[config.mk]
export PLATFORM = sky130hd
export DESIGN_NAME = mem_rr
export DESIGN_NICKNAME = d
export VERILOG_FILES = /design/src/verilog/mem_pkg.sv /design/src/verilog/mem_rr.sv
export VERILOG_INCLUDE_DIRS = /design/src /design/src/include
export SDC_FILE = /design/constraint.sdc
export NUM_CORES = 1
export LEC_CHECK = 0
export BUFFER_PORTS_ARGS = -buffer_cell sky130_fd_sc_hd__buf_2
export CELL_PAD_IN_SITES_DETAIL_PLACEMENT = 1
export CELL_PAD_IN_SITES_GLOBAL_PLACEMENT = 1
export CORE_AREA = 2 2 159 161
export DETAILED_ROUTE_END_ITERATION = 8
export DIE_AREA = 0 0 161 163
export PLACE_DENSITY = 0.78
export SYNTH_ARGS = -nofsm -noshare
export SYNTH_HDL_FRONTEND = slang
export SYNTH_SLANG_ARGS = --single-unit
[constraint.sdc]
create_clock -name core_clock_i -period 11.05 [get_ports core_clock_i]
set_clock_uncertainty 0.05 [all_clocks]
set_input_delay 0.5525 -clock core_clock_i [delete_from_list [all_inputs] [get_ports core_clock_i]]
set_output_delay 0.5525 -clock core_clock_i [all_outputs]
set_load 0.05 [all_outputs]
[src/include/mem_defs.svh]
`ifndef MEM_DEFS_SVH
`define MEM_DEFS_SVH

// one-hot micro-op kind bit positions.
`define KIND_FENCE 1
`define KIND_CSR   2
`define KIND_STORE 3
`define KIND_LOAD  4
`define KIND_CMO   5

// csr opcodes in op bits 1:0.
`define CSR_OP_RW  2'd1
`define CSR_OP_SET 2'd2
`define CSR_OP_CLR 2'd3

// exception cause reported for bad csr access.
`define EXC_ILLEGAL_INSTR 4'd2

`endif

[src/verilog/mem_pkg.sv]
package mem_pkg;

  localparam int PRF_TAG_W = 6;
  localparam int ROB_TAG_W = 6; // msb is the wrap bit.
  localparam int XLEN      = 32;

  typedef struct packed {
    logic [ROB_TAG_W-1:0] rob;
    logic [5:0]           kind; // one-hot as in mem_defs.svh.
    logic [2:0]           op;
    logic [XLEN-1:0]      imm;
    logic [PRF_TAG_W-1:0] rs1;
    logic [PRF_TAG_W-1:0] rs2;
    logic [PRF_TAG_W-1:0] dest;
  } mem_uop_t;

  typedef struct packed {
    logic [ROB_TAG_W-1:0] rob;
    logic                 cmo;
    logic [3:0]           op; // {store, op}.
    logic [XLEN-1:0]      rs1_val;
    logic [XLEN-1:0]      rs2_val;
    logic [XLEN-1:0]      imm;
    logic [PRF_TAG_W-1:0] dest;
  } agu_req_t;

  typedef struct packed {
    logic [XLEN-1:0]      addr;
    logic [XLEN-1:0]      data;
    logic [1:0]           size;
    logic [ROB_TAG_W-1:0] rob;
    logic [PRF_TAG_W-1:0] dest;
  } mem_req_t;

  typedef struct packed {
    logic [11:0]     addr;
    logic [XLEN-1:0] data;
    logic [1:0]      opcode;
    logic            wr_en;
  } csr_req_t;

  typedef struct packed {
    logic                 valid;
    logic [PRF_TAG_W-1:0] dest;
    logic [XLEN-1:0]      data;
  } wb_t;

  typedef struct packed {
    logic                 valid;
    logic [ROB_TAG_W-1:0] rob;
    logic [3:0]           code;
  } excp_t;

endpackage

[src/verilog/mem_rr.sv]
`timescale 1ns/1ps
`include "mem_defs.svh"

module mem_rr import mem_pkg::*; (
  input  logic                 core_clock_i,
  input  logic                 arst_n_i,
  input  logic                 flush_i,
  input  logic                 uop_vld_i,
  input  mem_uop_t             uop_i,
  output logic                 busy_o,
  input  logic [ROB_TAG_W-2:0] rob_oldest_i,
  input  logic                 rob_lock_i,
  output logic [PRF_TAG_W-1:0] rs1_tag_o,
  output logic [PRF_TAG_W-1:0] rs2_tag_o,
  input  logic [XLEN-1:0]      rs1_data_i,
  input  logic [XLEN-1:0]      rs2_data_i,
  input  logic                 agu_busy_i,
  output logic                 agu_vld_o,
  output agu_req_t             agu_o,
  output logic                 csr_valid_o,
  output csr_req_t             csr_o,
  input  logic                 csr_done_i,
  input  logic                 csr_excp_i,
  input  logic [XLEN-1:0]      csr_rdata_i,
  input  logic                 sb_empty_i,
  output wb_t                  wb_o,
  output logic                 cmpl_vld_o,
  output logic [ROB_TAG_W-1:0] cmpl_rob_o,
  output excp_t                excp_o
);

  logic            is_load;
  logic            is_store;
  logic            is_cmo;
  logic            is_csr;
  logic            is_fence;
  logic            to_agu;
  logic            is_oldest;
  logic            csr_busy_q;
  logic            fence_busy_q;
  logic            csr_start;
  logic            fence_start;
  logic            fence_done;
  logic            sys_done;
  logic [XLEN-1:0] csr_wdata;

  assign is_load  = uop_i.kind[`KIND_LOAD];
  assign is_store = uop_i.kind[`KIND_STORE];
  assign is_cmo   = uop_i.kind[`KIND_CMO];
  assign is_csr   = uop_i.kind[`KIND_CSR];
  assign is_fence = uop_i.kind[`KIND_FENCE];
  assign to_agu   = is_load | is_store | is_cmo;

  assign rs1_tag_o = uop_i.rs1;
  assign rs2_tag_o = uop_i.rs2;

  // wrap bit ignored against the rob head.
  assign is_oldest = (uop_i.rob[ROB_TAG_W-2:0] == rob_oldest_i) && !rob_lock_i;

  // system ops also wait until nothing sits in the agu stage.
  assign csr_start   = uop_vld_i & is_csr & is_oldest & !csr_busy_q & !agu_vld_o;
  assign fence_start = uop_vld_i & is_fence & is_oldest & !fence_busy_q & !agu_vld_o
                       & !flush_i;
  assign fence_done  = fence_busy_q & sb_empty_i;
  assign sys_done    = (csr_busy_q & csr_done_i) | fence_done;

  assign busy_o = agu_busy_i | (uop_vld_i & (is_csr | is_fence) & !sys_done);

  always_ff @(posedge core_clock_i or negedge arst_n_i) begin
    if (!arst_n_i) begin
      agu_vld_o <= 1'b0;
    end else if (flush_i) begin
      agu_vld_o <= 1'b0;
    end else if (!agu_busy_i) begin
      agu_vld_o <= uop_vld_i & to_agu;
    end
  end

  always_ff @(posedge core_clock_i) begin
    if (!agu_busy_i && uop_vld_i && to_agu) begin
      agu_o.rob     <= uop_i.rob;
      agu_o.cmo     <= is_cmo;
      agu_o.op      <= {is_store, uop_i.op};
      agu_o.rs1_val <= rs1_data_i;
      agu_o.rs2_val <= is_cmo ? '0 : rs2_data_i; // cmo uses rs1 only.
      agu_o.imm     <= is_cmo ? '0 : uop_i.imm;
      agu_o.dest    <= uop_i.dest;
    end
  end

  always_comb begin
    if (uop_i.op[2]) begin
      csr_wdata = {{(XLEN-5){1'b0}}, uop_i.rs1[4:0]}; // immediate form.
    end else if (uop_i.op[1:0] == `CSR_OP_SET || uop_i.op[1:0] == `CSR_OP_CLR) begin
      csr_wdata = {{(XLEN-5){1'b0}}, rs1_data_i[4:0]};
    end else begin
      csr_wdata = rs1_data_i;
    end
  end

  always_ff @(posedge core_clock_i or negedge arst_n_i) begin
    if (!arst_n_i) begin
      csr_busy_q  <= 1'b0;
      csr_valid_o <= 1'b0;
    end else begin
      csr_valid_o <= csr_start;
      if (csr_done_i) begin
        csr_busy_q <= 1'b0;
      end else if (csr_start) begin
        csr_busy_q <= 1'b1;
      end
    end
  end

  always_ff @(posedge core_clock_i) begin
    if (csr_start) begin
      csr_o.addr   <= uop_i.imm[11:0];
      csr_o.data   <= csr_wdata;
      csr_o.opcode <= uop_i.op[1:0];
      csr_o.wr_en  <= uop_i.imm[12] | uop_i.op[2]; // imm[12] marks a nonzero rs1 field.
    end
  end

  always_ff @(posedge core_clock_i or negedge arst_n_i) begin
    if (!arst_n_i) begin
      fence_busy_q <= 1'b0;
    end else if (fence_busy_q) begin
      if (sb_empty_i) begin
        fence_busy_q <= 1'b0;
      end
    end else if (fence_start) begin
      fence_busy_q <= 1'b1;
    end
  end

  assign wb_o.valid = csr_done_i & !csr_excp_i & (uop_i.dest != '0);
  assign wb_o.dest  = uop_i.dest;
  assign wb_o.data  = csr_rdata_i;

  assign cmpl_vld_o = sys_done;
  assign cmpl_rob_o = uop_i.rob;

  assign excp_o.valid = csr_done_i & csr_excp_i;
  assign excp_o.rob   = uop_i.rob;
  assign excp_o.code  = `EXC_ILLEGAL_INSTR;

endmodule

==> reports/metrics.yaml, run 1 <==
grt_pass1_wl_um: 25600
yosysUniqueCellTypes: 28
critPathLaunch: "uop_i[58]"
fin_nets: 817
synth_area_um2: 6280
core_um2: 24700
route.detailed.drc: 0
cts-root-buf: "clkbuf_16"
htreeDepth: 4
drive_gt1_frac: 0.562
hp-class: "primary input to register"
crit_type: "primary input to register"
ys_seq_area_frac: 0.781
rsz0062_at_grt: "false"
max_freq_mhz: 321
setup_viol: 0
layout_worst_path_cycle_share: 0.282
syn_to_final_growth_pct: 34.1
ir_drop_v: 0.0000872
vias_per_cell: 3.96
postSynthCellCount: 369
overflow: 0
critPathMaxFanout: 74
fp.dieW_um: 161
syn_area_per_cell_um2: 17.0
numPlacedInstances: 952
layout_setup_ws_ns: 7.94
clock_latency_ns: 0.41
ys.flop_type: "edfxtp_1"
dp_hpwl_um: 13700
final_core_util: 0.342
rr_startpoint: "agu_vld_o"
critPathArrivalTime_ns: 3.10
tritoncts: "yes"
slew_viol_final: 0
hold_viol: 0
yosys_warnings: 0
grt_pass1_vias: 4141
post-route-min-period_ns: 3.11
endpoint_kind: "register"
start_util: 0.255
pre_cts_slack_ns: 7.39
fin_tns_setup_ns: 0
grt_start_max_net_pins: 75
path_clk_slew_ns: 0.07
final_cell_mix: "buf_2, edfxtp_1, nor2b_1, and2_1, clkbuf_16"
synth_edf_count: 160
grt_util_all_layers: 0.133
wirelength_um: 17900
cts_buffer_depth: 2
dr.pass1.iters: 4
cts-buffers-inserted: 17
hold_start: "uop_i[19]"
fillCellCount: 2700
ant_nets: 0
cp.required_ns: 11.04
fin_cells: 986
slew_headroom: 0.325
vias: 3908
drt_iter0_drc: 188
die_h_um: 163
worstMarginPinSlew_ns: 1.01
run_status: "finished clean"
place.gp.congestion: 0.773
wire_per_inst_um: 18.2
cts.sinks: 164
start_kind: "primary input"
die-area_um2: 26200
max_cap_viol_count: 0
numPortBuffers: 323
post-cts-setup-buffers: 0
async_flop_share: 0.0244
ys_ff_latch: 164
p_leak_uw: 0.00334
layout.cells.most_common: "buf_2"
io_pins: 407
antenna_found_initial: 2
num_rows: 58
power_density_nw_per_um2: 181
## report_power, final
| group | total, uW | switching, uW | leakage, uW | internal, uW |
|---|---|---|---|---|
| clock | 580 | 277 | 0.000280 | 303 |
| sequential | 724 | 7.68 | 0.00148 | 716 |
| combinational | 225 | 173 | 0.00157 | 51.8 |
| total | 1530 | 458 | 0.00334 | 1070 |
## registers in the layout, summed over array words and instances, names as in the netlist
signal,cells
agu_o,113
agu_vld_o,1
csr_busy_q,1
csr_o,47
csr_valid_o,1
fence_busy_q,1
## cell type report
cell class,instances,area [um2],share of cell area
Antenna cell,1,2.50,0.000297
Clock buffer,17,425,0.0505
Clock inverter,15,164,0.0195
Inverter,2,7.51,0.000891
Multi-Input combinational cell,129,853,0.101
Sequential cell,164,4900,0.582
Tap cell,330,413,0.0490
Timing Repair Buffer,328,1660,0.197
## metal layers
layer  track usage  wire length, um  vias to the layer above
met5             0                0                        -
met4        0.0463              405                        0
met3        0.0525             1630                       33
met2         0.251             9660                      228
met1         0.133             6220                     1862
li1              -                -                     1785
## cells in the mapped netlist, types with 2 or more instances
cell,instances,share of area
mux2_2,5,0.0090
inv_1,2,0.0012
nor3b_1,3,0.0036
edfxtp_1,160,0.76
dfrtp_1,4,0.016
nor2b_1,65,0.065
nand3_1,2,0.0016
and2_1,29,0.029
buf_2,2,0.0016
conb_1,2,0.0012
xnor2_1,5,0.0070
nor3_1,2,0.0016
buf_4,66,0.079
clkbuf_1,8,0.0048
## repair_timing
| item | in CTS | in global routing |
|---|---|---|
| hold endpoints to repair | 4 | 0 |
| gates resized for setup | 0 | 0 |
| hold buffers | 1 | 0 |
## per-stage QoR
step / area (um2) / hold WS [ns] / power (uW)
after floorplan: 6290 / 0.207 / 941
after global placement: 7830 / 0.313 / 960
after detailed placement: 7830 / 0.317 / 966
after CTS: 8420 / 0.243 / 1560
after global routing: 8430 / 0.242 / 1580
final: 8430 / 0.274 / 1530
## cells by family after synthesis
group	synth area share
multiplexers	0.00896
XOR/XNOR	0.00697
other	0.00120
buffers and inverters	0.0864
AO/OA/AOI/OAI	0.00717
flip-flops	0.781
AND/OR/NAND/NOR	0.109
## worst paths after layout
kind | to | cells after the start | slack (ns)
max in group asynchronous | csr_valid_o | 2 | 10.39
worst min register to register | fence_busy_q | 2 | 0.51
worst max register to register | csr_o[38] | 4 | 8.96
worst max-delay path | agu_o[27] | 6 | 7.94
min in group asynchronous | agu_vld_o | 2 | 0.43
worst min-delay path | csr_o[36] | 1 | 0.27
## critical path, stage by stage
cell	delay, ns
buf_2	0.08
buf_4	0.59
nor3_1	0.16
nor3b_2	0.21
buf_4	0.80
buf_4	0.65
(Power assumes the default switching activity.)
==> inputs of run 2 (changes only) <==
--- a/config.mk
+++ b/config.mk
@@ -6,13 +6,15 @@
 export SDC_FILE = /design/constraint.sdc
 export NUM_CORES = 1
 export LEC_CHECK = 0
+export ABC_AREA = 1
 export BUFFER_PORTS_ARGS = -buffer_cell sky130_fd_sc_hd__buf_2
 export CELL_PAD_IN_SITES_DETAIL_PLACEMENT = 1
 export CELL_PAD_IN_SITES_GLOBAL_PLACEMENT = 1
-export CORE_AREA = 2 2 159 161
+export CORE_ASPECT_RATIO = 0.8
+export CORE_MARGIN = 2
+export CORE_UTILIZATION = 29
 export DETAILED_ROUTE_END_ITERATION = 8
-export DIE_AREA = 0 0 161 163
-export PLACE_DENSITY = 0.78
+export PLACE_DENSITY = 0.88
 export SYNTH_ARGS = -nofsm -noshare
 export SYNTH_HDL_FRONTEND = slang
 export SYNTH_SLANG_ARGS = --single-unit
==> constraint.sdc (replaced) <==
create_clock -name core_clock_i -period 2.52 [get_ports core_clock_i]
set_clock_uncertainty 0.05 [all_clocks]
set_input_delay 0.126 -clock core_clock_i [delete_from_list [all_inputs] [get_ports core_clock_i]]
set_output_delay 0.126 -clock core_clock_i [all_outputs]
set_load 0.05 [all_outputs]
==> reports/metrics.yaml, run 2 <==
ys_seq_area_frac: 0.740  # -0.0410
overflow: 0  # unchanged
run_status: "finished clean"
wire_per_inst_um: 18.2  # about the same
top_layer: "met4"
max_cap_viol_count: 0  # unchanged
largest_reg_flops: 113  # unchanged
ys_ff_latch: 164  # unchanged
yosysUniqueCellTypes: 17  # -39%
grt_start_max_net_pins: 83  # +11%
cp_common_cell: "dlygate4sd3_1"
power_density_nw_per_um2: 701  # +290%
start_kind: "primary input"
drive_gt1_frac: 0.422  # -0.140
max_freq_mhz: 483
syn_to_final_growth_pct: 50.0
critPathMaxFanout: 32  # -57%
ys_top_cells_by_count: "edfxtp_1, inv_1, nor2_1, buf_4, nand2_1"
rr_startpoint: "agu_vld_o"
ys.flop_type: "edfxtp_1"
crit_type: "primary input to register"
fin_tns_setup_ns: 0  # unchanged
numPortBuffers: 323  # unchanged
worstSetupEndpoint: "agu_vld_o"
p_total_uw: 6970  # +360%
vias_per_cell: 4.19  # +5.7%
fin_nets: 1068  # +31%
die_h_um: 139  # -15%
cp.required_ns: 2.78  # -8.26 ns
io_pins: 407  # unchanged
grt_pass1_vias: 5595  # +35%
crit_buf_inv: 4  # unchanged
p_leak_uw: 0.00446  # +34%
wirelength_um: 22100  # +23%
yosys_warnings: 0  # unchanged
syn_area_per_cell_um2: 13.3  # -22%
hp-class: "primary input to register"
core_um2: 22400  # -9.1%
largest-register: "agu_o"
crit_family: "buffers and inverters"
fillCellCount: 2475  # -8.3%
htreeDepth: 4  # unchanged
r2r_end: "csr_o[38]"
rsz0062_at_grt: "false"
cts.sinks: 164  # unchanged
critPathMaxStageDelay_ns: 0.55  # -0.25 ns
slew_viol_final: 0  # unchanged
path_clk_slew_ns: 0.07  # about the same
synth_edf_count: 160  # unchanged
cp_slowest_cell: "dlygate4sd3_1"
synth_area_um2: 6630  # +5.5%
async_flop_share: 0.0244  # unchanged
clock_latency_ns: 0.42  # about the same
dr.pass1.iters: 4  # unchanged
top_regs: "agu_o x113, csr_o x47"
final_cell_mix: "buf_2, edfxtp_1, dlygate4sd3_1, inv_1, nor2_1"
layout.cells.most_common: "buf_2"
synth_top_area_frac: 0.725  # -0.0401
cp.depth: 8  # +2
dp_hpwl_um: 14300  # +4.4%
vias: 5094  # +30%
grt_pass1_wl_um: 32700  # +28%
cts-buffers-inserted: 17  # unchanged
met3_length_um: 1370  # -16%
worstMarginPinSlew_ns: 0.694  # -0.318 ns
rr_worst_depth: 4  # unchanged
cts_buffer_depth: 2  # unchanged
layout_worst_path_cycle_share: 0.821
wl_met2_um: 12200  # +26%
start_util: 0.295  # +0.0409
tritoncts: "yes"
rrSetupSlack_ns: 0.95  # -8.01 ns
synth.top_cells.by_area: "edfxtp_1, buf_4, inv_1"
critPathLaunch: "uop_i[56]"
ir_drop_v: 0.000303  # +250%
post-route-min-period_ns: 2.07
slew_headroom: 0.537  # +0.212
die-area_um2: 24100  # -8.2%
fp.dieW_um: 173  # +7.5%
endpoint_kind: "register"
wl_met1_um: 7870  # +26%
postSynthCellCount: 499  # +35%
synth.most_common_cell: "edfxtp_1"
ant_nets: 0  # unchanged
critPathArrivalTime_ns: 2.33  # -0.77 ns
place.gp.congestion: 0.750  # -3.0%
grt_util_all_layers: 0.180  # +0.0471
setup_viol: 0  # unchanged
antenna_found_initial: 4  # +2
hold_viol: 0  # unchanged
crit_chain: "dlygate4sd3_1, buf_2, nor3_1, nor2_4, buf_4, a21oi_1, nor2_1, dlygate4sd3_1"
route.detailed.drc: 0  # unchanged
cts-root-buf: "clkbuf_16"
num_rows: 49  # -16%
drt_iter0_drc: 254  # +35%
yosysTopAreaCell: "edfxtp_1"
-- run 2: how the worst min path moves through the flow --
stage / start / to / depth (start not counted)
4_1_cts: uop_i[14] / csr_o[5] / 3
5_1_grt: uop_i[14] / csr_o[5] / 3
3_3_place_gp: arst_n_i / fence_busy_q / 1
6_report: uop_i[14] / csr_o[5] / 3
2_1_floorplan: arst_n_i / agu_vld_o / 0
3_5_place_dp: arst_n_i / csr_valid_o / 1
-- run 2: metrics by stage --
| stage | setup WS, ns | util | area, um2 | hold WS [ns] | instances |
|---|---|---|---|---|---|
| 4_1_cts | 0.491 | 0.443 | 9930 | 0.00432 | 1212 |
| 3_5_place_dp | 0.962 | 0.363 | 8140 | -0.115 | 1059 |
| 3_3_place_gp | 0.989 | 0.363 | 8140 | -0.114 | 1059 |
| 5_1_grt | 0.367 | 0.443 | 9940 | 0.0182 | 1216 |
| 2_1_floorplan | 0.107 | - | 6650 | -0.220 | 501 |
| 6_report | 0.451 | 0.443 | 9940 | 0.0385 | 1216 |
-- run 2: cell type report --
type	instances	area, um2	area share
antenna	4	10.0	0.00101
clock buffer	17	425	0.0428
clock inverter	15	160	0.0161
inverter	108	405	0.0408
multi-input combinational	153	753	0.0757
sequential	164	4900	0.493
tap	306	383	0.0385
timing repair buffer	449	2900	0.292
-- run 2: logic make-up (layout without fill, tap and decap cells) --
| family | count (synthesis) | count (layout) | share of synthesized area |
|---|---|---|---|
| buf+inv | 184 | 589 | 0.149 |
| simple gates | 143 | 143 | 0.106 |
| compound gates | 6 | 6 | 0.00453 |
| other cells | 2 | 8 | 0.00113 |
| flops | 164 | 164 | 0.740 |
-- run 2: layer usage --
metal  global-route usage  vias up
met5                    0        -
met4               0.0745        0
met3               0.0544       54
met2                0.341      269
met1                0.184     2473
li1                     -     2298
-- run 2: report_power, final --
| part | switching (uW) | internal [uW] |
|---|---|---|
| combinational | 871 | 351 |
| sequential | 40.3 | 3140 |
| clock | 1240 | 1330 |
| total | 2150 | 4820 |
-- run 2: worst register-to-register path, delay by kind of cell, from the launching register on --
kind,cells,cell delay [ns]
buffers and inverters,2,0.36
and+or+nand+nor,2,0.36
DFF,1,0.42
-- run 2: timing repair --
action / in CTS / in global routing
hold buffers: 121 / 0
gates resized for setup: 0 / 0
buffers inserted: 0 / 0
hold endpoints to repair: 157 / 0
==> inputs of run 3 (changes only) <==
==> constraint.sdc (replaced) <==
create_clock -name core_clock_i -period 1.74 [get_ports core_clock_i]
set_clock_uncertainty 0.05 [all_clocks]
set_input_delay 0.087 -clock core_clock_i [delete_from_list [all_inputs] [get_ports core_clock_i]]
set_output_delay 0.087 -clock core_clock_i [all_outputs]
set_load 0.05 [all_outputs]
==> reports/metrics.yaml, run 3 (synthesis gave the netlist of run 2 again) <==
top_regs: "agu_o x113, csr_o x47"
core_um2: 22400  # unchanged
tritoncts: "yes"
max_freq_mhz: 602
start_util: 0.295  # unchanged
die_h_um: 139  # unchanged
htreeDepth: 4  # unchanged
clock_latency_ns: 0.42  # about the same
io_pins: 407  # unchanged
hp-class: "primary input to output pin"
cts_buffer_depth: 2  # unchanged
largest-register: "agu_o"
layout.cells.most_common: "buf_2"
hold_viol: 0  # unchanged
start_kind: "primary input"
final_cell_mix: "buf_2, edfxtp_1, dlygate4sd3_1, inv_1, nor2_1"
p_leak_uw: 0.00450  # +0.74%
worstMarginPinSlew_ns: 0.674  # -0.0208 ns
dp_hpwl_um: 14300  # about the same
wirelength_um: 22100  # +0.25%
layout_worst_path_cycle_share: 0.955
grt_util_all_layers: 0.182  # +0.00198
fillCellCount: 2483  # +0.32%
syn_to_final_growth_pct: 51.7
fp.dieW_um: 173  # unchanged
slew_headroom: 0.551  # +0.0139
fin_tns_setup_ns: 0  # unchanged
vias: 5005  # -1.7%
antenna_found_initial: 0  # -4
post-route-min-period_ns: 1.66
die-area_um2: 24100  # unchanged
cts-root-buf: "clkbuf_16"
drt_iter0_drc: 227  # -11%
antennaDiodeCount: 0  # -4
grt_pass1_vias: 5789  # +3.5%
ant_nets: 0  # unchanged
crit_type: "primary input to output pin"
vias_per_cell: 4.10  # -2.1%
cts.sinks: 164  # unchanged
critPathArrivalTime_ns: 1.52  # -0.81 ns
power_density_nw_per_um2: 999  # +42%
fin_nets: 1076  # +0.75%
ir_drop_v: 0.000459  # +52%
cp.required_ns: 1.60  # -1.18 ns
endpoint_kind: "output pin"
drive_gt1_frac: 0.428  # +0.00616
wire_per_inst_um: 18.2  # about the same
whs_ns: 0.124  # +0.0855 ns
place.gp.congestion: 0.789  # +5.2%
largest_reg_flops: 113  # unchanged
cts-buffers-inserted: 17  # unchanged
max_cap_viol_count: 0  # unchanged
grt_pass1_wl_um: 33600  # +2.7%
grt_start_max_net_pins: 66  # -20%
fin_area_um2: 10100  # +1.2%
setup_viol: 0  # unchanged
run_status: "finished clean"
num_rows: 49  # unchanged
place_area_um2: 8200  # +0.77%
slew_viol_final: 0  # unchanged
numPortBuffers: 323  # unchanged
overflow: 0  # unchanged
route.detailed.drc: 0  # unchanged
post-cts-setup-buffers: 0  # unchanged
dr.pass1.iters: 4  # unchanged
critPathMaxFanout: 3  # -91%
==> run 3: cell count changes in the layout (fill, tap and decap cells not counted), sizes merged <==
cell / change
clkinv: -2
diode: -4
buf: +2
clkbuf: +1
clkinvlp: +2
dlygate4sd3: +5
==> run 3: cell type report <==
type,count,area (um2),share of cell area
multi-input cells,153,779,0.0775
inverters,108,422,0.0419
flip-flops and latches,164,4910,0.488
clock buffers,17,425,0.0423
clock inverters,15,139,0.0138
well taps,306,383,0.0381
repair buffers,457,3010,0.299
==> run 3: what timing repair did <==
item	in CTS	in global routing
hold endpoints to repair	166	0
setup endpoints to repair	0	35
resized for setup	0	2
hold buffers	126	0
==> run 3: path summary, 6_finish.rpt <==
kind	from	to	slack (ns)	depth (start not counted)
hold reg to reg	csr_busy_q	csr_busy_q	0.53	2
setup reg to reg	agu_vld_o	fence_busy_q	0.13	4
hold / removal	uop_i[17]	rs1_tag_o[5]	0.12	0
max in group asynchronous	arst_n_i	agu_vld_o	0.91	3
min in group asynchronous	arst_n_i	fence_busy_q	0.53	3
setup / recovery	uop_i[2]	wb_o[38]	0.08	7
==> run 3: per-stage QoR <==
step / utilization / std cells / setup slack (ns) / total power (uW)
floorplan: - / 501 / -0.557 / 6030
global placement: 0.365 / 1061 / 0.238 / 6180
detailed placement: 0.365 / 1061 / 0.205 / 6240
CTS: 0.447 / 1219 / 0.110 / 10200
global route: 0.448 / 1220 / -0.0337 / 10400
finish: 0.448 / 1220 / 0.0789 / 10000
==> run 3: power by group <==
group | internal [uW] | switching (uW)
sequential | 4550 | 57.8
combinational | 526 | 1270
clock | 1900 | 1740
==> run 3: per-layer routing <==
metal / up-vias / share of wire / routed length, um / GRT usage
met5: - / 0 / 0 / 0
met4: 0 / 0.020 / 441 / 0.0517
met3: 30 / 0.075 / 1650 / 0.0626
met2: 245 / 0.54 / 12000 / 0.346
met1: 2419 / 0.37 / 8090 / 0.190
li1: 2311 / - / - / -
==> run 3: critical path, stage by stage <==
cell and delay, ns:
dlygate4sd3_1 0.55, buf_2 0.16, nor4_2 0.29, nand2_1 0.11, nand2_1 0.08, inv_1 0.04, buf_2 0.20
